==> src/hw/sem_mon_pkg.sv <==
package sem_mon_pkg;

	////////////////////////////////////////
	// Widths and depths
	////////////////////////////////////////
	localparam int CHAR_W       = 8;  // One monitor character
	localparam int WINDOW_CHARS = 9;  // Shift window length
	localparam int TAG_CHARS    = 3;  // Report tag length
	localparam int FAR_DIGITS   = 6;  // Hex digits per address report
	localparam int FAR_W        = 24; // Frame address width
	localparam int ERRCNT_W     = 8;  // Each error counter
	localparam int STATUS_W     = 16; // Packed status word
	localparam int CMD_DEPTH    = 16; // Command FIFO entries
	localparam int CMD_PTR_W    = 4;  // log2 of CMD_DEPTH

	// Idle fill of the window
	localparam logic [CHAR_W-1:0] CHAR_SPACE = 8'h20;

	////////////////////////////////////////
	// Report tags, oldest char in the MSB
	////////////////////////////////////////
	localparam logic [TAG_CHARS*CHAR_W-1:0] TAG_SED = "SED"; // Single error corrected
	localparam logic [TAG_CHARS*CHAR_W-1:0] TAG_DED = "DED"; // Double error detected
	localparam logic [TAG_CHARS*CHAR_W-1:0] TAG_PA  = "PA "; // Physical frame address
	localparam logic [TAG_CHARS*CHAR_W-1:0] TAG_LA  = "LA "; // Linear frame address

	// Status word positions above the seven core status bits
	localparam int ST_CRC_BIT = 8;
	localparam int ST_DED_BIT = 9;

	////////////////////////////////////////
	// Window views
	////////////////////////////////////////

	// Address report layout, tag first then the digits, MSD oldest
	typedef struct packed {
		logic [TAG_CHARS-1:0][CHAR_W-1:0]  tag;    // Oldest three chars
		logic [FAR_DIGITS-1:0][CHAR_W-1:0] digits; // digits[5] is the MSD
	} monitor_fields_t;

	// Same 72 bits, either as plain chars or as a report
	typedef union packed {
		logic [WINDOW_CHARS-1:0][CHAR_W-1:0] chars; // chars[0] is newest
		monitor_fields_t                     fields;
	} monitor_window_t;

endpackage
==> src/hw/sem_event_if.sv <==
`timescale 1ns/1ps

// Decoded monitor events, decoder to error log
interface sem_event_if;

	logic sed_pulse; // One cycle per new SED report
	logic ded_pulse; // One cycle per new DED report
	logic load_pa;   // Delayed strobe, nibbles settled
	logic load_la;
	logic [sem_mon_pkg::FAR_W-1:0] far_value; // Six digits, MSD on top

	// Producer side
	modport decoder (
		output sed_pulse,
		output ded_pulse,
		output load_pa,
		output load_la,
		output far_value
	);

	// Consumer side
	modport log (
		input sed_pulse,
		input ded_pulse,
		input load_pa,
		input load_la,
		input far_value
	);

endinterface

==> src/hw/sem_mon_top.sv <==
`timescale 1ns/1ps

// User-side monitor next to the SEM core
module sem_mon_top (
	input  logic        CLK40,
	input  logic        RST,
	// Core status levels
	input  logic        status_initialization,
	input  logic        status_observation,
	input  logic        status_correction,
	input  logic        status_classification,
	input  logic        status_injection,
	input  logic        status_essential,
	input  logic        status_uncorrectable,
	input  logic        fecc_crcerr,        // CRC error level
	// Core monitor port
	input  logic [7:0]  monitor_txdata,
	input  logic        monitor_txwrite,
	input  logic        monitor_rxread,
	output logic [7:0]  monitor_rxdata,
	output logic        monitor_rxempty,
	// JTAG side
	input  logic        jtag_ded_rst,       // Clears DED flag and both FARs
	input  logic        jtag_rst_sem_cntrs, // Clears both counters
	input  logic        jtag_send_cmd,
	input  logic [7:0]  jtag_cmd_data,
	output logic [23:0] sem_far_pa,
	output logic [23:0] sem_far_la,
	output logic [15:0] sem_errcnt,         // {dbl, sngl}
	output logic [15:0] sem_status
);

	// chain[0] is the incoming byte, chain[i+1] is stage i
	logic [sem_mon_pkg::WINDOW_CHARS:0][sem_mon_pkg::CHAR_W-1:0] chain;
	logic [sem_mon_pkg::WINDOW_CHARS-1:0][3:0]                   nibbles;

	logic [sem_mon_pkg::ERRCNT_W-1:0] sngl_cnt;
	logic [sem_mon_pkg::ERRCNT_W-1:0] dbl_cnt;
	logic                             ded_flag;

	sem_event_if mon_ev ();

	////////////////////////////////////////
	// Character window
	////////////////////////////////////////
	assign chain[0] = monitor_txdata; // Stage 0 takes the core byte

	genvar i;
	generate
		for (i = 0; i < sem_mon_pkg::WINDOW_CHARS; i++) begin : g_stage
			mon_char_stage u_stage (
				.CLK40    (CLK40),
				.RST      (RST),
				.shift    (monitor_txwrite),
				.char_in  (chain[i]),
				.char_out (chain[i+1]),
				.nibble   (nibbles[i])
			);
		end
	endgenerate

	// Only the six digit slots carry a hex value
	mon_token_decoder u_decoder (
		.CLK40   (CLK40),
		.RST     (RST),
		.chars   (chain[sem_mon_pkg::WINDOW_CHARS:1]),
		.nibbles (nibbles[sem_mon_pkg::FAR_DIGITS-1:0]),
		.ev      (mon_ev.decoder)
	);

	sem_err_log u_err_log (
		.CLK40    (CLK40),
		.RST      (RST),
		.ded_rst  (jtag_ded_rst),
		.cntr_rst (jtag_rst_sem_cntrs),
		.ev       (mon_ev.log),
		.far_pa   (sem_far_pa),
		.far_la   (sem_far_la),
		.sngl_cnt (sngl_cnt),
		.dbl_cnt  (dbl_cnt),
		.ded_flag (ded_flag)
	);

	////////////////////////////////////////
	// Commands to the core
	////////////////////////////////////////
	sem_cmd_fifo u_cmd_fifo (
		.CLK40   (CLK40),
		.RST     (RST),
		.wr      (jtag_send_cmd),
		.wr_data (jtag_cmd_data),
		.rd      (monitor_rxread),
		.rd_data (monitor_rxdata),
		.empty   (monitor_rxempty)
	);

	assign sem_errcnt = {dbl_cnt, sngl_cnt};

	// Status word, unused bits zero
	always_comb begin
		sem_status = '0;
		sem_status[6:0] = {status_uncorrectable, status_essential, status_injection,
		                   status_classification, status_correction,
		                   status_observation, status_initialization};
		sem_status[sem_mon_pkg::ST_CRC_BIT] = fecc_crcerr;
		sem_status[sem_mon_pkg::ST_DED_BIT] = ded_flag; // Sticky DED
	end

endmodule

==> src/hw/sem_cmd_fifo.sv <==
`timescale 1ns/1ps

// First-word fall-through FIFO for core commands
module sem_cmd_fifo (
	input  logic                           CLK40,
	input  logic                           RST,
	input  logic                           wr,      // JTAG command strobe
	input  logic [sem_mon_pkg::CHAR_W-1:0] wr_data,
	input  logic                           rd,      // Core pop
	output logic [sem_mon_pkg::CHAR_W-1:0] rd_data, // Head when not empty
	output logic                           empty
);

	localparam logic [sem_mon_pkg::CMD_PTR_W:0] FULL_CNT =
		(sem_mon_pkg::CMD_PTR_W + 1)'(sem_mon_pkg::CMD_DEPTH);

	logic [sem_mon_pkg::CHAR_W-1:0] mem [sem_mon_pkg::CMD_DEPTH];

	logic [sem_mon_pkg::CMD_PTR_W-1:0] wr_ptr;
	logic [sem_mon_pkg::CMD_PTR_W-1:0] rd_ptr;
	logic [sem_mon_pkg::CMD_PTR_W:0]   count;  // 0 to 16 entries

	logic full;
	logic do_wr;
	logic do_rd;

	assign full  = (count == FULL_CNT);
	assign empty = (count == '0);
	assign do_wr = wr & ~full;  // Drop when full
	assign do_rd = rd & ~empty; // Ignore pop when empty

	// Storage
	always_ff @(posedge CLK40) begin
		if (do_wr)
			mem[wr_ptr] <= wr_data;
	end

	// Pointers and occupancy
	always_ff @(posedge CLK40 or posedge RST) begin
		if (RST) begin
			wr_ptr <= '0;
			rd_ptr <= '0;
			count  <= '0;
		end else begin
			if (do_wr)
				wr_ptr <= wr_ptr + 1'b1; // Wraps at depth
			if (do_rd)
				rd_ptr <= rd_ptr + 1'b1;
			case ({do_wr, do_rd})
				2'b10:   count <= count + 1'b1;
				2'b01:   count <= count - 1'b1;
				default: count <= count; // Both or neither
			endcase
		end
	end

	assign rd_data = mem[rd_ptr]; // Fall-through head

endmodule

==> src/hw/sem_err_log.sv <==
`timescale 1ns/1ps

// Error counters, sticky DED flag and frame address capture
module sem_err_log (
	input  logic                             CLK40,
	input  logic                             RST,
	input  logic                             ded_rst,  // Clears flag and addresses
	input  logic                             cntr_rst, // Clears both counters
	sem_event_if.log                         ev,
	output logic [sem_mon_pkg::FAR_W-1:0]    far_pa,
	output logic [sem_mon_pkg::FAR_W-1:0]    far_la,
	output logic [sem_mon_pkg::ERRCNT_W-1:0] sngl_cnt,
	output logic [sem_mon_pkg::ERRCNT_W-1:0] dbl_cnt,
	output logic                             ded_flag
);

	////////////////////////////////////////
	// Error counters
	////////////////////////////////////////

	// Single error count, wraps at 255
	always_ff @(posedge CLK40 or posedge RST) begin
		if (RST)
			sngl_cnt <= '0;
		else if (cntr_rst)
			sngl_cnt <= '0; // Clear wins over a pulse
		else if (ev.sed_pulse)
			sngl_cnt <= sngl_cnt + 1'b1;
	end

	// Double error count
	always_ff @(posedge CLK40 or posedge RST) begin
		if (RST)
			dbl_cnt <= '0;
		else if (cntr_rst)
			dbl_cnt <= '0;
		else if (ev.ded_pulse)
			dbl_cnt <= dbl_cnt + 1'b1;
	end

	// Sticky DED flag
	always_ff @(posedge CLK40 or posedge RST) begin
		if (RST)
			ded_flag <= 1'b0;
		else if (ded_rst)
			ded_flag <= 1'b0; // Clear beats a new DED
		else if (ev.ded_pulse)
			ded_flag <= 1'b1;
	end

	////////////////////////////////////////
	// Frame address registers
	////////////////////////////////////////

	// Physical address
	always_ff @(posedge CLK40 or posedge RST) begin
		if (RST)
			far_pa <= '0;
		else if (ev.load_pa)
			far_pa <= ev.far_value; // Load beats clear
		else if (ded_rst)
			far_pa <= '0;
	end

	// Linear address
	always_ff @(posedge CLK40 or posedge RST) begin
		if (RST)
			far_la <= '0;
		else if (ev.load_la)
			far_la <= ev.far_value;
		else if (ded_rst)
			far_la <= '0;
	end

endmodule

==> src/hw/mon_token_decoder.sv <==
`timescale 1ns/1ps

// Report tag matching over the nine-character window
module mon_token_decoder (
	input  logic CLK40,
	input  logic RST,
	input  logic [sem_mon_pkg::WINDOW_CHARS-1:0][sem_mon_pkg::CHAR_W-1:0] chars, // 0 newest
	input  logic [sem_mon_pkg::FAR_DIGITS-1:0][3:0] nibbles, // 5 is the MSD
	sem_event_if.decoder ev
);

	sem_mon_pkg::monitor_window_t win;

	// Raw tag matches
	logic sed;
	logic ded;
	logic pa;
	logic la;

	// Match history for edge detect
	logic sed_r;
	logic ded_r;
	logic pa_r;
	logic la_r;

	// Address strobes wait one cycle for the nibbles
	logic load_pa_d;
	logic load_la_d;

	assign win = chars; // Same bits, two views

	////////////////////////////////////////
	// Tag compare
	////////////////////////////////////////
	assign sed = (win.chars[2:0] == sem_mon_pkg::TAG_SED); // Newest three chars
	assign ded = (win.chars[2:0] == sem_mon_pkg::TAG_DED);
	assign pa  = (win.fields.tag == sem_mon_pkg::TAG_PA);  // Oldest three chars
	assign la  = (win.fields.tag == sem_mon_pkg::TAG_LA);

	////////////////////////////////////////
	// Edge detect and strobe delay
	////////////////////////////////////////
	always_ff @(posedge CLK40 or posedge RST) begin
		if (RST) begin
			sed_r     <= 1'b0;
			ded_r     <= 1'b0;
			pa_r      <= 1'b0;
			la_r      <= 1'b0;
			load_pa_d <= 1'b0;
			load_la_d <= 1'b0;
		end else begin
			sed_r     <= sed;
			ded_r     <= ded;
			pa_r      <= pa;
			la_r      <= la;
			load_pa_d <= pa & ~pa_r; // Rising edge, one cycle late
			load_la_d <= la & ~la_r;
		end
	end

	// Pulse only when a match newly appears
	assign ev.sed_pulse = sed & ~sed_r;
	assign ev.ded_pulse = ded & ~ded_r;
	assign ev.load_pa   = load_pa_d;
	assign ev.load_la   = load_la_d;

	// Six nibbles packed MSD first
	assign ev.far_value = {nibbles[5], nibbles[4], nibbles[3],
	                       nibbles[2], nibbles[1], nibbles[0]};

endmodule

==> src/hw/mon_char_stage.sv <==
`timescale 1ns/1ps

// One character slot of the monitor window
module mon_char_stage (
	input  logic                           CLK40,
	input  logic                           RST,
	input  logic                           shift,    // Monitor write strobe
	input  logic [sem_mon_pkg::CHAR_W-1:0] char_in,  // From the newer neighbor
	output logic [sem_mon_pkg::CHAR_W-1:0] char_out, // To the older neighbor and decoder
	output logic [3:0]                     nibble    // Hex value of char_out
);

	logic [3:0] hex_adj; // Letter offset

	// Character register
	always_ff @(posedge CLK40 or posedge RST) begin
		if (RST)
			char_out <= sem_mon_pkg::CHAR_SPACE; // Window idles on spaces
		else if (shift)
			char_out <= char_in;
	end

	// Bit 6 marks A-F and a-f
	assign hex_adj = char_out[6] ? 4'd9 : 4'd0;

	// Nibble trails the char by one edge
	always_ff @(posedge CLK40) begin
		nibble <= char_out[3:0] + hex_adj; // '0'..'9' pass through
	end

endmodule

==> config.mk <==
export PLATFORM = sky130hd
export DESIGN_NAME = sem_mon_top
export DESIGN_NICKNAME = d
export VERILOG_FILES = /design/src/hw/sem_mon_pkg.sv /design/src/hw/sem_event_if.sv /design/src/hw/sem_mon_top.sv /design/src/hw/sem_cmd_fifo.sv /design/src/hw/sem_err_log.sv /design/src/hw/mon_token_decoder.sv /design/src/hw/mon_char_stage.sv
export SDC_FILE = /design/constraint.sdc
export NUM_CORES = 1
export LEC_CHECK = 0
export BUFFER_PORTS_ARGS = -buffer_cell sky130_fd_sc_hd__buf_2
export CAP_MARGIN = 20
export CORE_ASPECT_RATIO = 0.6
export CORE_MARGIN = 2
export CORE_UTILIZATION = 61
export CTS_CLUSTER_DIAMETER = 60
export DETAILED_ROUTE_END_ITERATION = 16
export PLACE_DENSITY = 0.9
export REMOVE_ABC_BUFFERS = 1
export SLEW_MARGIN = 25
export SYNTH_ARGS = -nofsm -noshare
export SYNTH_HDL_FRONTEND = slang
export SYNTH_SLANG_ARGS = --single-unit
==> constraint.sdc <==
create_clock -name CLK40 -period 9.5 [get_ports CLK40]
set_input_delay 1.9 -clock CLK40 [delete_from_list [all_inputs] [get_ports CLK40]]
set_output_delay 1.9 -clock CLK40 [all_outputs]
set_load 0.02 [all_outputs]
==> key figures, run 1 <==
Status
  – Result of the run: finished clean

Finish
  – Layout Nets: 890
  – Final core occ: 69.2%
  – Non-Filler Cell Area, Final: 0.0138 mm²
  – Synth-to-Final Area Change: 11.9%
  – Share of post-route cells with drive strength above 1: 33.1%
  – Most frequent standard cell in the layout excluding fill and tap cells: sky130_fd_sc_hd__dfrtp_1
  – Commonest non-fill, non-tap cells in the layout: sky130_fd_sc_hd__dfrtp_1 (146), sky130_fd_sc_hd__edfxtp_1 (128), sky130_fd_sc_hd__buf_2 (96)

Die
  – Starting density of the core: 61.8%
  – Core box area: roughly 0.02 mm²
  – Total die area: 0.0214 mm²
  – Count of standard-cell rows: 40
  – Die Y-Extent: 114 µm
  – DIE WIDTH: 187 µm
  – Number of top-level pins: 120

Yosys
  – Count of different cell masters after synthesis: 47
  – Number of flops mapped to enable cells by yosys: 128
  – #FFs+latches synth: between 300 and 400
  – Synthesized instance count: 753
  – Biggest area contributors in the synthesized netlist: sky130_fd_sc_hd__edfxtp_1 (31%), sky130_fd_sc_hd__dfrtp_1 (30%), sky130_fd_sc_hd__mux4_2 (7.3%)
  – Most used flip-flop cell after synthesis: sky130_fd_sc_hd__dfrtp_1
  – Total of warnings raised by yosys: 0
  – Sequential-to-total area share from yosys stat: between 60% and 70%
  – Netlist area before placement: 0.0123 mm²
  – Synth top area share: between 30 and 40%
  – Mean area per synthesized cell: around 16 µm²
  – Share of flip-flops with an asynchronous set or reset after synthesis: 50.6%
  – Yosys top cell by area: sky130_fd_sc_hd__edfxtp_1

Drt
  – Aggregate routed wire length: roughly 28 mm
  – Pre-Repair DR Iteration Count: 5
  – Residual antenna-violating net count after detailed routing: 0
  – Via count: 7,193
  – Violation count after the first detailed-routing iteration: between 800 and 900
  – DR DRC count: 0
  – Post-DR wirelength/cell: 24.5 µm
  – Post-DR vias/cell: 6.37

Worst setup path
  – Crit path arrival time: between 2 and 3 ns
  – Library cell appearing most often on the critical path: sky130_fd_sc_hd__mux4_2
  – Delay contributed by the slowest stage of the critical path: 0.71 ns
  – Crit path cell chain: buf_4 > mux4_2 > mux4_2 > buf_2
  – Nature of the critical path startpoint: flop
  – Sort of element at the end of the critical path: output port
  – Minimum setup slack among reg-to-reg paths: ~6.6 ns
  – Cell with the biggest individual delay on the critical path: sky130_fd_sc_hd__dfrtp_1
  – Critical path required time: 7.60 ns
  – Worst-path maximum fanout: 21
  – Critical setup path kind: reg -> out

Clock tree
  – Clock Sink Count: ~310
  – Clock tree from TritonCTS: built
  – Number of cells upsized or downsized after cts: 0
  – Insertion delay to the later sink of the worst-skew pair: ~0.54 ns
  – Setup Buffers After CTS: 0
  – Cell at the root of the clock tree: sky130_fd_sc_hd__clkbuf_16
  – Clock buffers created by TritonCTS: 27
  – CTS Hold Buffers Added: 0
  – CTS H-Tree Depth: 1
  – Max Root-Sink Buffers: 3
  – Clock transition at the registers of the reported paths: 0.07 ns

Place
  – Final HPWL DP: 18.0 mm
  – Port Buf Inserts: 96
  – Post-place instance area: 0.0129 mm²
  – RePlAce Congestion: ~0.85

STA
  – Max-Slew Margin vs Limit: 29.3%
  – Max-slew violation count: 0
  – Maximum frequency from static timing analysis: 215 MHz
  – Transition time at the pin with the least slew margin: about 1.1 ns
  – Share of the clock period used by the worst path after layout: between 40% and 50%
  – Setup skew after layout: approximately 0.014 ns
  – Min Clock Period, post-route: 4.65 ns
  – Total of endpoints with negative setup slack in the final report: 0
  – Total negative setup slack: 0 ns
  – Final hold viol count: 0
  – RSZ-0062 raised after global routing: false
  – Post-Route Hold Slack: 0.446 ns

Pwr
  – Pwr per Cell Area: 264 mW/mm²
  – Total leakage power: ~0.0056 µW
  – Largest voltage drop on the vdd net: 0.000171 V
  – Total power after layout: 3640 µW

Run
  – Maximum capacitance violations: 0

Global routing
  – Largest net degree at the start of global routing: a little over 90
  – Global-route usage over all layers: 26.5%
  – First-pass GRT wire length: 42.6 mm
  – Final global-route overflow total: 0
  – Vias in the first global route: 7,004
  – Antenna violations before repair: 0

Worst hold path
  – Class of the tightest hold or removal check: reg -> reg
==> path summary, 6_finish.rpt <==
check,cells past startpoint,startpoint,end
setup / recovery,4,u_cmd_fifo.rd_ptr[1]$_DFFE_PP0P_,monitor_rxdata[1]
setup reg to reg,8,u_cmd_fifo.count[0]$_DFFE_PP0P_,u_cmd_fifo.count[4]$_DFFE_PP0P_
max in group asynchronous,3,RST,g_stage[2].u_stage.char_out[3]$_DFFE_PP0P_
hold / removal,1,u_decoder.la_r$_DFF_PP0_,u_decoder.ev.load_la$_DFF_PP0_
hold reg to reg,1,u_decoder.la_r$_DFF_PP0_,u_decoder.ev.load_la$_DFF_PP0_
min in group asynchronous,2,RST,u_cmd_fifo.count[4]$_DFFE_PP0P_
==> layer usage <==
metal	wire length (µm)	share of wire (%)	vias up	track usage, %
li1	-	-	3014	-
met5	0	0	-	0
met1	12000	43	3693	40.3
met4	572	2.1	0	5.88
met3	2630	9.5	54	6.28
met2	12500	45	432	39.8
==> layout make-up <==
type / instances / area (µm²)
Clock inverter: 8 / 45.0
Sequential cell: 308 / 8240
Antenna cell: 1 / 2.50
Inverter: 8 / 35.0
Tap cell: 273 / 342
Multi-Input combinational cell: 388 / 3810
Timing Repair Buffer: 102 / 526
Fill cell: 1302 / 6130
Clock buffer: 42 / 785
==> power by group <==
group | switching [µW] | internal (µW) | total, µW
clock network | 474 | 570 | 1040
logic | 343 | 382 | 724
registers | 252 | 1620 | 1870
==> synth_stat cells (3+ instances only) <==
cell type and count:
sky130_fd_sc_hd__a21oi_1 15, sky130_fd_sc_hd__a22o_1 42, sky130_fd_sc_hd__and4b_1 3, sky130_fd_sc_hd__buf_1 6, sky130_fd_sc_hd__buf_4 17, sky130_fd_sc_hd__buf_6 4, sky130_fd_sc_hd__clkbuf_1 25, sky130_fd_sc_hd__dfrtp_1 147
sky130_fd_sc_hd__dfstp_2 9, sky130_fd_sc_hd__dfxtp_1 24, sky130_fd_sc_hd__edfxtp_1 128, sky130_fd_sc_hd__ha_1 23, sky130_fd_sc_hd__inv_1 8, sky130_fd_sc_hd__mux2_2 77, sky130_fd_sc_hd__mux4_2 40, sky130_fd_sc_hd__nand2_1 25
sky130_fd_sc_hd__nand2b_1 9, sky130_fd_sc_hd__nand3_1 10, sky130_fd_sc_hd__nand4_1 6, sky130_fd_sc_hd__nor2_1 22, sky130_fd_sc_hd__nor2b_1 8, sky130_fd_sc_hd__nor3_1 10, sky130_fd_sc_hd__nor4_1 5, sky130_fd_sc_hd__nor4b_1 3
sky130_fd_sc_hd__nor4b_4 3, sky130_fd_sc_hd__o21ai_0 9, sky130_fd_sc_hd__o31ai_1 10, sky130_fd_sc_hd__or4_1 12, sky130_fd_sc_hd__or4b_1 3, sky130_fd_sc_hd__xnor2_1 14, sky130_fd_sc_hd__xor2_1 14
==> metrics by stage <==
step / setup slack [ns] / std cells
after floorplan: 3.41 / 704
after global placement: 5.21 / 1079
after detailed placement: 5.11 / 1079
after CTS: 4.53 / 1129
after global routing: 4.75 / 1129
final: 4.85 / 1130
==> sequential cells by signal, indices dropped and copies added, names as in the netlist <==
name                      count
g_stage.u_stage.char_out     72
g_stage.u_stage.nibble       24
u_cmd_fifo.count              5
u_cmd_fifo.mem              128
u_cmd_fifo.rd_ptr             4
u_cmd_fifo.wr_ptr             4
u_decoder.ded_r               1
u_decoder.ev.load_la          1
u_decoder.ev.load_pa          1
u_decoder.la_r                1
u_decoder.pa_r                1
u_decoder.sed_r               1
u_err_log.dbl_cnt             8
u_err_log.ded_flag            1
u_err_log.far_la             24
u_err_log.far_pa             24
u_err_log.sngl_cnt            8
==> cells by family after synthesis <==
group	share of synthesized area (%)
adders and majority gates	2.50
DFF	66.9
muxes	14.5
xor gates and xnor gates	1.99
buffers and inverters	2.71
and+or+nand+nor	6.41
AOI/OAI and AO/OA	4.96
other	0.0304
==> worst max-delay path: cells and delay by family (launching register included) <==
family,cells,cell delay [ns]
buffers and inverters,2,0.60
flip-flops,1,0.71
multiplexers,2,0.89
Note: power is estimated with default switching activity, not from simulation.
==> run 2, diff against run 1 <==
--- a/config.mk
+++ b/config.mk
@@ -5,14 +5,15 @@
 export SDC_FILE = /design/constraint.sdc
 export NUM_CORES = 1
 export LEC_CHECK = 0
+export ABC_AREA = 1
 export BUFFER_PORTS_ARGS = -buffer_cell sky130_fd_sc_hd__buf_2
 export CAP_MARGIN = 20
 export CORE_ASPECT_RATIO = 0.6
 export CORE_MARGIN = 2
-export CORE_UTILIZATION = 61
+export CORE_UTILIZATION = 59
 export CTS_CLUSTER_DIAMETER = 60
 export DETAILED_ROUTE_END_ITERATION = 16
-export PLACE_DENSITY = 0.9
+export PLACE_DENSITY = 0.87
 export REMOVE_ABC_BUFFERS = 1
 export SLEW_MARGIN = 25
 export SYNTH_ARGS = -nofsm -noshare
==> constraint.sdc (replaced) <==
create_clock -name CLK40 -period 4.7 [get_ports CLK40]
set_input_delay 0.94 -clock CLK40 [delete_from_list [all_inputs] [get_ports CLK40]]
set_output_delay 0.94 -clock CLK40 [all_outputs]
set_load 0.02 [all_outputs]
==> run 2 against run 1 <==
Compared with the run above: synthesized cell count grew 67%; via count grew 31%; register-to-register slack lost 4.7 ns; critical path depth grew 2; non-clock buffer count grew 16; first-iteration DRC count grew 48%; count of clock-buffer cells in the layout grew 1; routed wire length grew 9.7%; clock power grew 120%; design area grew 5.4%; cell count grew 45%; critical endpoint is now monitor_rxdata[2].
==> key figures, run 2 <==
Drt
  – Violation count after the first detailed-routing iteration: 1,276
  – DR DRC count: 0
  – Via count: approximately 9,400
  – Pre-Repair DR Iteration Count: 5
  – Post-DR vias/cell: around 5.8
  – Post-DR wirelength/cell: 18.6 µm
  – Aggregate routed wire length: 30.4 mm
  – Residual antenna-violating net count after detailed routing: 0

Global routing
  – Vias in the first global route: 8,871
  – Global-route usage over all layers: 26.6%
  – Global-route track usage on met3: 7.25%
  – Antenna violations before repair: 0
  – First-pass GRT wire length: slightly below 50 mm
  – GRT Max-Usage Layer: met1
  – GR met2 Demand/Resource: a little under two fifths
  – Fraction of met1 tracks used by global routing: 41.3%
  – Largest net degree at the start of global routing: 101
  – Final global-route overflow total: 0

Die
  – Count of standard-cell rows: 41
  – Total die area: 0.0232 mm²
  – Starting density of the core: about three fifths
  – Number of top-level pins: 120
  – Core box area: 0.0213 mm²
  – Die Y-Extent: 119 µm
  – DIE WIDTH: 195 µm

Clock tree
  – Number of cells upsized or downsized after cts: 0
  – Clock buffers created by TritonCTS: 28
  – Cell at the root of the clock tree: sky130_fd_sc_hd__clkbuf_16
  – Insertion delay to the later sink of the worst-skew pair: 0.54 ns
  – Setup Buffers After CTS: 0
  – CTS H-Tree Depth: 1
  – CTS Hold Buffers Added: 0
  – Clock Sink Count: ~310
  – Clock tree from TritonCTS: built
  – Clock transition at the registers of the reported paths: about 0.07 ns
  – Max Root-Sink Buffers: 3

Finish
  – Fill cell instance count of the final layout: 1,525
  – Top flop regs: u_cmd_fifo.mem x128, g_stage.u_stage.char_out x72
  – Sequential cell area: ~0.008 mm²
  – Layout Nets: around 1,400
  – Flip-flop count of the largest register after layout: between 100 and 150
  – Synth-to-Final Area Change: 12.0%
  – Commonest non-fill, non-tap cells in the layout: sky130_fd_sc_hd__o21ai_0 (161), sky130_fd_sc_hd__nand2_1 (152), sky130_fd_sc_hd__dfrtp_1 (146)
  – Share of post-route cells with drive strength above 1: 13.9%
  – Most frequent standard cell in the layout excluding fill and tap cells: sky130_fd_sc_hd__o21ai_0
  – Register ranked first by flip-flop count: u_cmd_fifo.mem
  – Multi-input gate area in the final layout: approximately 0.0038 mm²
  – # diodes: 0
  – Non-Filler Cell Area, Final: 0.0145 mm²

Yosys
  – Synthesized instance count: 1,256
  – Mean area per synthesized cell: just over 10 µm²
  – #FFs+latches synth: 308
  – Netlist area before placement: ~0.013 mm²
  – Commonest cells in the synthesized netlist: sky130_fd_sc_hd__o21ai_0 (161), sky130_fd_sc_hd__nand2_1 (152), sky130_fd_sc_hd__dfrtp_1 (147)
  – Total of warnings raised by yosys: 0
  – Sequential-to-total area share from yosys stat: 63.5%
  – Count of different cell masters after synthesis: 36
  – Share of flip-flops with an asynchronous set or reset after synthesis: 50.6%
  – Cell with the most instances after synthesis: sky130_fd_sc_hd__o21ai_0
  – Biggest area contributors in the synthesized netlist: sky130_fd_sc_hd__edfxtp_1 (30%), sky130_fd_sc_hd__dfrtp_1 (28%), sky130_fd_sc_hd__o21ai_0 (6.2%)
  – Yosys top cell by area: sky130_fd_sc_hd__edfxtp_1
  – Most used flip-flop cell after synthesis: sky130_fd_sc_hd__dfrtp_1
  – Number of flops mapped to enable cells by yosys: approximately 130
  – Synth top area share: 29.6%

Place
  – Worst setup timing slack at the placement stage: 1.70 ns
  – Post-place instance area: 0.0136 mm²
  – RePlAce Congestion: 0.944
  – Port Buf Inserts: 96
  – Final HPWL DP: between 20 and 25 mm

Worst hold path
  – Class of the tightest hold or removal check: reg -> reg

Worst setup path
  – Critical setup path kind: reg -> out
  – Sort of element at the end of the critical path: output port
  – Worst-path maximum fanout: 27
  – Crit path cell chain: buf_4 > o21ai_0 > o211ai_1 > nand3_1 > nand2_1 > buf_2
  – Critical path required time: approximately 3.8 ns
  – Cell with the biggest individual delay on the critical path: sky130_fd_sc_hd__dfrtp_1
  – Crit path arrival time: 2.71 ns
  – Delay contributed by the slowest stage of the critical path: 0.96 ns
  – Nature of the critical path startpoint: flop

Run
  – Maximum capacitance violations: 0

Status
  – Result of the run: finished clean

STA
  – Maximum frequency from static timing analysis: 274 MHz
  – Total negative setup slack: 0 ns
  – Final worst-path setup slack: 1.05 ns
  – Final hold viol count: 0
  – Max-slew violation count: 0
  – Post-Route Hold Slack: between 0.4 and 0.5 ns
  – Total of endpoints with negative setup slack in the final report: 0
  – RSZ-0062 raised after global routing: false
  – Setup skew after layout: 0.0129 ns
  – Transition time at the pin with the least slew margin: 0.935 ns
  – Min Clock Period, post-route: 3.65 ns
  – Max-Slew Margin vs Limit: about 38%
  – Share of the clock period used by the worst path after layout: 77.8%

Pwr
  – Largest voltage drop on the vdd net: 0.000282 V
  – Pwr per Cell Area: about 500 mW/mm²
  – Total leakage power: about 0.0065 µW
## run 2: cell types whose count changed in the layout (fill, tap and decap cells not counted), moves of 42 or more
| cell | before | now |
|---|---|---|
| sky130_fd_sc_hd__nor2_1 | 19 | 123 |
| sky130_fd_sc_hd__nand2_1 | 25 | 152 |
| sky130_fd_sc_hd__mux2_2 | 77 | 0 |
| sky130_fd_sc_hd__nand3_1 | 10 | 104 |
| sky130_fd_sc_hd__inv_1 | 7 | 131 |
| sky130_fd_sc_hd__a22o_1 | 42 | 0 |
| sky130_fd_sc_hd__o21ai_0 | 9 | 161 |
## run 2: area by class of cell
type / instances / share of cell area, %
tap: 279 / 2.40
timing repair buffer: 118 / 4.46
multi-input combinational: 740 / 26.4
sequential: 308 / 56.7
inverter: 137 / 3.57
clock buffer: 43 / 5.78
clock inverter: 9 / 0.689
## run 2: path summary, 6_finish.rpt
kind	start	end	slack, ns	depth (start not counted)
worst max-delay path	u_cmd_fifo.rd_ptr[1]$_DFFE_PP0P_	monitor_rxdata[2]	1.05	6
worst min-delay path	u_decoder.la_r$_DFF_PP0_	u_decoder.ev.load_la$_DFF_PP0_	0.40	1
worst max register to register	u_cmd_fifo.count[0]$_DFFE_PP0P_	u_cmd_fifo.count[4]$_DFFE_PP0P_	1.92	12
worst min register to register	u_decoder.la_r$_DFF_PP0_	u_decoder.ev.load_la$_DFF_PP0_	0.40	1
max in group asynchronous	RST	u_err_log.far_pa[14]$_DFFE_PP0P_	3.13	3
min in group asynchronous	RST	u_err_log.dbl_cnt[0]$_DFFE_PP0P_	0.56	2
## run 2: worst max-delay path, delay by kind of cell, from the launching register on
kind	cells	cell delay, ns
AOI/OAI and AO/OA	2	0.40
DFF	1	0.96
and+or+nand+nor	2	0.22
buffers and inverters	2	0.59
## run 2: kinds of logic (layout without fill, tap and decap cells)
family                   Yosys count  after routing  synth area share [%]
AO/OA/AOI/OAI                    239            239                  9.88
XOR/XNOR                          28             28                  1.89
adder cells (fa/ha/maj)           24             24                  2.37
buffers and inverters            214            307                  7.17
flip-flops                       308            308                  63.5
other                              1              7                0.0289
AND/OR/NAND/NOR                  442            442                  15.2
## run 2: power by group
group | internal (µW) | total [µW] | switching, µW
combinational | 524 | 1690 | 1160
clock | 1340 | 2310 | 968
sequential | 3100 | 3350 | 250
total | 4960 | 7340 | 2380
## run 2: stage by stage
step | total power, µW | cells | utilization [%]
floorplan | 4400 | 1185 | -
global placement | 4920 | 1582 | 63.9
detailed placement | 5020 | 1582 | 63.9
CTS | 7320 | 1634 | 68.3
global route | 7690 | 1634 | 68.3
finish | 7340 | 1634 | 68.3
## run 2: per-layer routing
| metal | wire, µm | part of all wire (%) | vias up |
|---|---|---|---|
| met5 | 0 | 0 | - |
| met4 | 414 | 1.4 | 0 |
| met3 | 3230 | 11 | 37 |
| met2 | 12900 | 42 | 487 |
| met1 | 13900 | 46 | 4535 |
| li1 | - | - | 4361 |
==> run 3, diff against run 2 <==
--- a/config.mk
+++ b/config.mk
@@ -10,10 +10,10 @@
 export CAP_MARGIN = 20
 export CORE_ASPECT_RATIO = 0.6
 export CORE_MARGIN = 2
-export CORE_UTILIZATION = 59
+export CORE_UTILIZATION = 53
 export CTS_CLUSTER_DIAMETER = 60
 export DETAILED_ROUTE_END_ITERATION = 16
-export PLACE_DENSITY = 0.87
+export PLACE_DENSITY = 0.83
 export REMOVE_ABC_BUFFERS = 1
 export SLEW_MARGIN = 25
 export SYNTH_ARGS = -nofsm -noshare
==> constraint.sdc (replaced) <==
create_clock -name CLK40 -period 3.34 [get_ports CLK40]
set_input_delay 0.668 -clock CLK40 [delete_from_list [all_inputs] [get_ports CLK40]]
set_output_delay 0.668 -clock CLK40 [all_outputs]
set_load 0.02 [all_outputs]
==> run 3 against run 2 <==
Compared with the run above: design area rose by 0.20%; flip-flop and latch count did not move; cell count up 3.2%; die area is 11% higher; critical endpoint is now monitor_rxdata[1]; combinational power grew 45%; global-route usage down 3.3 points; total power up 37%; routed wire length fell by 1.7%.
==> key figures, run 3 (synthesis gave the netlist of run 2 again) <==
Status
  – Result of the run: finished clean

Clock tree
  – Cell at the root of the clock tree: sky130_fd_sc_hd__clkbuf_16
  – Number of cells upsized or downsized after cts: 0
  – Clock buffers created by TritonCTS: 28
  – Clock tree from TritonCTS: built
  – Clock transition at the registers of the reported paths: 0.06 ns
  – CTS H-Tree Depth: 1
  – CTS Hold Buffers Added: 0
  – Max Root-Sink Buffers: 3
  – Clock Sink Count: 308
  – Setup Buffers After CTS: 0
  – Insertion delay to the later sink of the worst-skew pair: 0.54 ns

Worst setup path
  – Critical path required time: roughly 2.7 ns
  – Critical setup path kind: reg -> out
  – Nature of the critical path startpoint: flop
  – Sort of element at the end of the critical path: output port
  – Crit path arrival time: 2.38 ns
  – Worst-path maximum fanout: 38

Pwr
  – Total leakage power: between 0.006 and 0.007 µW
  – Largest voltage drop on the vdd net: 0.000417 V
  – Pwr per Cell Area: 689 mW/mm²

Drt
  – Pre-Repair DR Iteration Count: 5
  – Residual antenna-violating net count after detailed routing: 0
  – Post-DR wirelength/cell: 17.7 µm
  – Post-DR vias/cell: approximately 5.6
  – DR DRC count: 0
  – Violation count after the first detailed-routing iteration: 1,158
  – Aggregate routed wire length: between 20 and 30 mm
  – Via count: around 9,400

STA
  – Final worst-path setup slack: 0.292 ns
  – Final hold viol count: 0
  – Post-Route Hold Slack: 0.0567 ns
  – Maximum frequency from static timing analysis: 328 MHz
  – Setup skew after layout: between 0.009 and 0.01 ns
  – Total of endpoints with negative setup slack in the final report: 0
  – RSZ-0062 raised after global routing: false
  – Share of the clock period used by the worst path after layout: 91.3%
  – Max-slew violation count: 0
  – Max-Slew Margin vs Limit: 29.6%
  – Transition time at the pin with the least slew margin: 1.05 ns
  – Min Clock Period, post-route: about 3 ns

Global routing
  – Antenna violations before repair: 4
  – Final global-route overflow total: 0
  – Global-route usage over all layers: a little under a quarter
  – Vias in the first global route: 8,926
  – First-pass GRT wire length: 47.6 mm
  – Largest net degree at the start of global routing: between 90 and 100

Die
  – Die Y-Extent: 125 µm
  – Count of standard-cell rows: 44
  – Core box area: 0.0241 mm²
  – Total die area: between 0.02 and 0.03 mm²
  – Number of top-level pins: 120
  – DIE WIDTH: between 200 and 250 µm
  – Starting density of the core: 53.8%

Finish
  – Flip-flop count of the largest register after layout: 128
  – Top flop regs: u_cmd_fifo.mem x128, g_stage.u_stage.char_out x72
  – Synth-to-Final Area Change: 12.2%
  – Sequential cell area: 0.00824 mm²
  – Final core occ: 60.4%
  – Fill cell instance count of the final layout: 1,921
  – Most frequent standard cell in the layout excluding fill and tap cells: sky130_fd_sc_hd__o21ai_0
  – Register ranked first by flip-flop count: u_cmd_fifo.mem
  – Multi-input gate area in the final layout: 0.00383 mm²
  – Commonest non-fill, non-tap cells in the layout: sky130_fd_sc_hd__o21ai_0 (161), sky130_fd_sc_hd__nand2_1 (152), sky130_fd_sc_hd__dfrtp_1 (146)
  – Layout Nets: 1,395
  – Share of post-route cells with drive strength above 1: 13.8%

Run
  – Maximum capacitance violations: 0

Place
  – Final HPWL DP: 20.2 mm
  – RePlAce Congestion: 0.878
  – Port Buf Inserts: 96
  – Worst setup timing slack at the placement stage: 0.707 ns

Worst hold path
  – Class of the tightest hold or removal check: in -> async
==> run 3: cell count changes in the layout (fill, tap and decap cells not counted), moves of 2 or more <==
| cell | delta |
|---|---|
| sky130_fd_sc_hd__bufinv_16 | -2 |
| sky130_fd_sc_hd__clkinv_1 | +4 |
| sky130_fd_sc_hd__buf_4 | +5 |
| sky130_fd_sc_hd__buf_12 | +2 |
| sky130_fd_sc_hd__clkbuf_1 | +2 |
| sky130_fd_sc_hd__diode_2 | +3 |
| sky130_fd_sc_hd__nor3_2 | -2 |
| sky130_fd_sc_hd__clkbuf_8 | -5 |
| sky130_fd_sc_hd__nor3_1 | +2 |
==> run 3: layout make-up <==
class | count | area share (%)
antenna | 3 | 0.0515
clock inverter | 13 | 0.455
clock buffer | 39 | 5.31
timing repair buffer | 125 | 4.98
multi-input combinational | 740 | 26.3
sequential | 308 | 56.6
inverter | 137 | 3.57
tap | 322 | 2.77
==> run 3: worst max-delay path, stage by stage (launching register included) <==
cell and delay, ns:
sky130_fd_sc_hd__dfrtp_2 0.40, sky130_fd_sc_hd__inv_2 0.55, sky130_fd_sc_hd__buf_4 0.27, sky130_fd_sc_hd__o21ai_1 0.06, sky130_fd_sc_hd__o211ai_1 0.20, sky130_fd_sc_hd__nand3_1 0.09, sky130_fd_sc_hd__nand2_1 0.08, sky130_fd_sc_hd__buf_2 0.16
==> run 3: metal layers <==
| metal | vias to the layer above | track usage (%) | wire length (µm) |
|---|---|---|---|
| met2 | 474 | 32.9 | 12600 |
| met4 | 2 | 5.97 | 605 |
| met3 | 45 | 5.79 | 3120 |
| li1 | 4388 | - | - |
| met5 | - | 0 | 13 |
| met1 | 4528 | 36.2 | 13600 |
==> run 3: where the power goes <==
group          leakage (µW)  switching, µW  total [µW]  internal, µW
registers           0.00336            262        4620          4360
clock network      0.000412           1350        2970          1620
logic               0.00267           1680        2450           771
total               0.00644           3290       10000          6750
==> run 3: per-stage QoR <==
| step | setup TNS, ns | std cells | total power [µW] | cell area [µm²] |
|---|---|---|---|---|
| after floorplan | -226.69 | 1185 | 6200 | 12600 |
| after global placement | 0 | 1632 | 6950 | 13700 |
| after detailed placement | 0 | 1632 | 7090 | 13700 |
| after CTS | 0 | 1684 | 10000 | 14600 |
| after global routing | 0 | 1687 | 10500 | 14600 |
| final | 0 | 1687 | 10000 | 14600 |
==> run 3: worst paths after layout <==
path / cells past startpoint / slack [ns] / startpoint / to
worst max-delay path: 7 / 0.29 / u_cmd_fifo.rd_ptr[0]$_DFFE_PP0P_ / monitor_rxdata[1]
worst min-delay path: 2 / 0.06 / RST / u_err_log.dbl_cnt[4]$_DFFE_PP0P_
worst max register to register: 12 / 0.65 / u_cmd_fifo.count[0]$_DFFE_PP0P_ / u_cmd_fifo.count[4]$_DFFE_PP0P_
worst min register to register: 1 / 0.41 / u_decoder.pa_r$_DFF_PP0_ / u_decoder.ev.load_pa$_DFF_PP0_
max in group asynchronous: 3 / 2.47 / RST / u_cmd_fifo.rd_ptr[0]$_DFFE_PP0P_
min in group CLK40: 2 / 0.29 / jtag_ded_rst / u_err_log.ded_flag$_DFFE_PP0P_
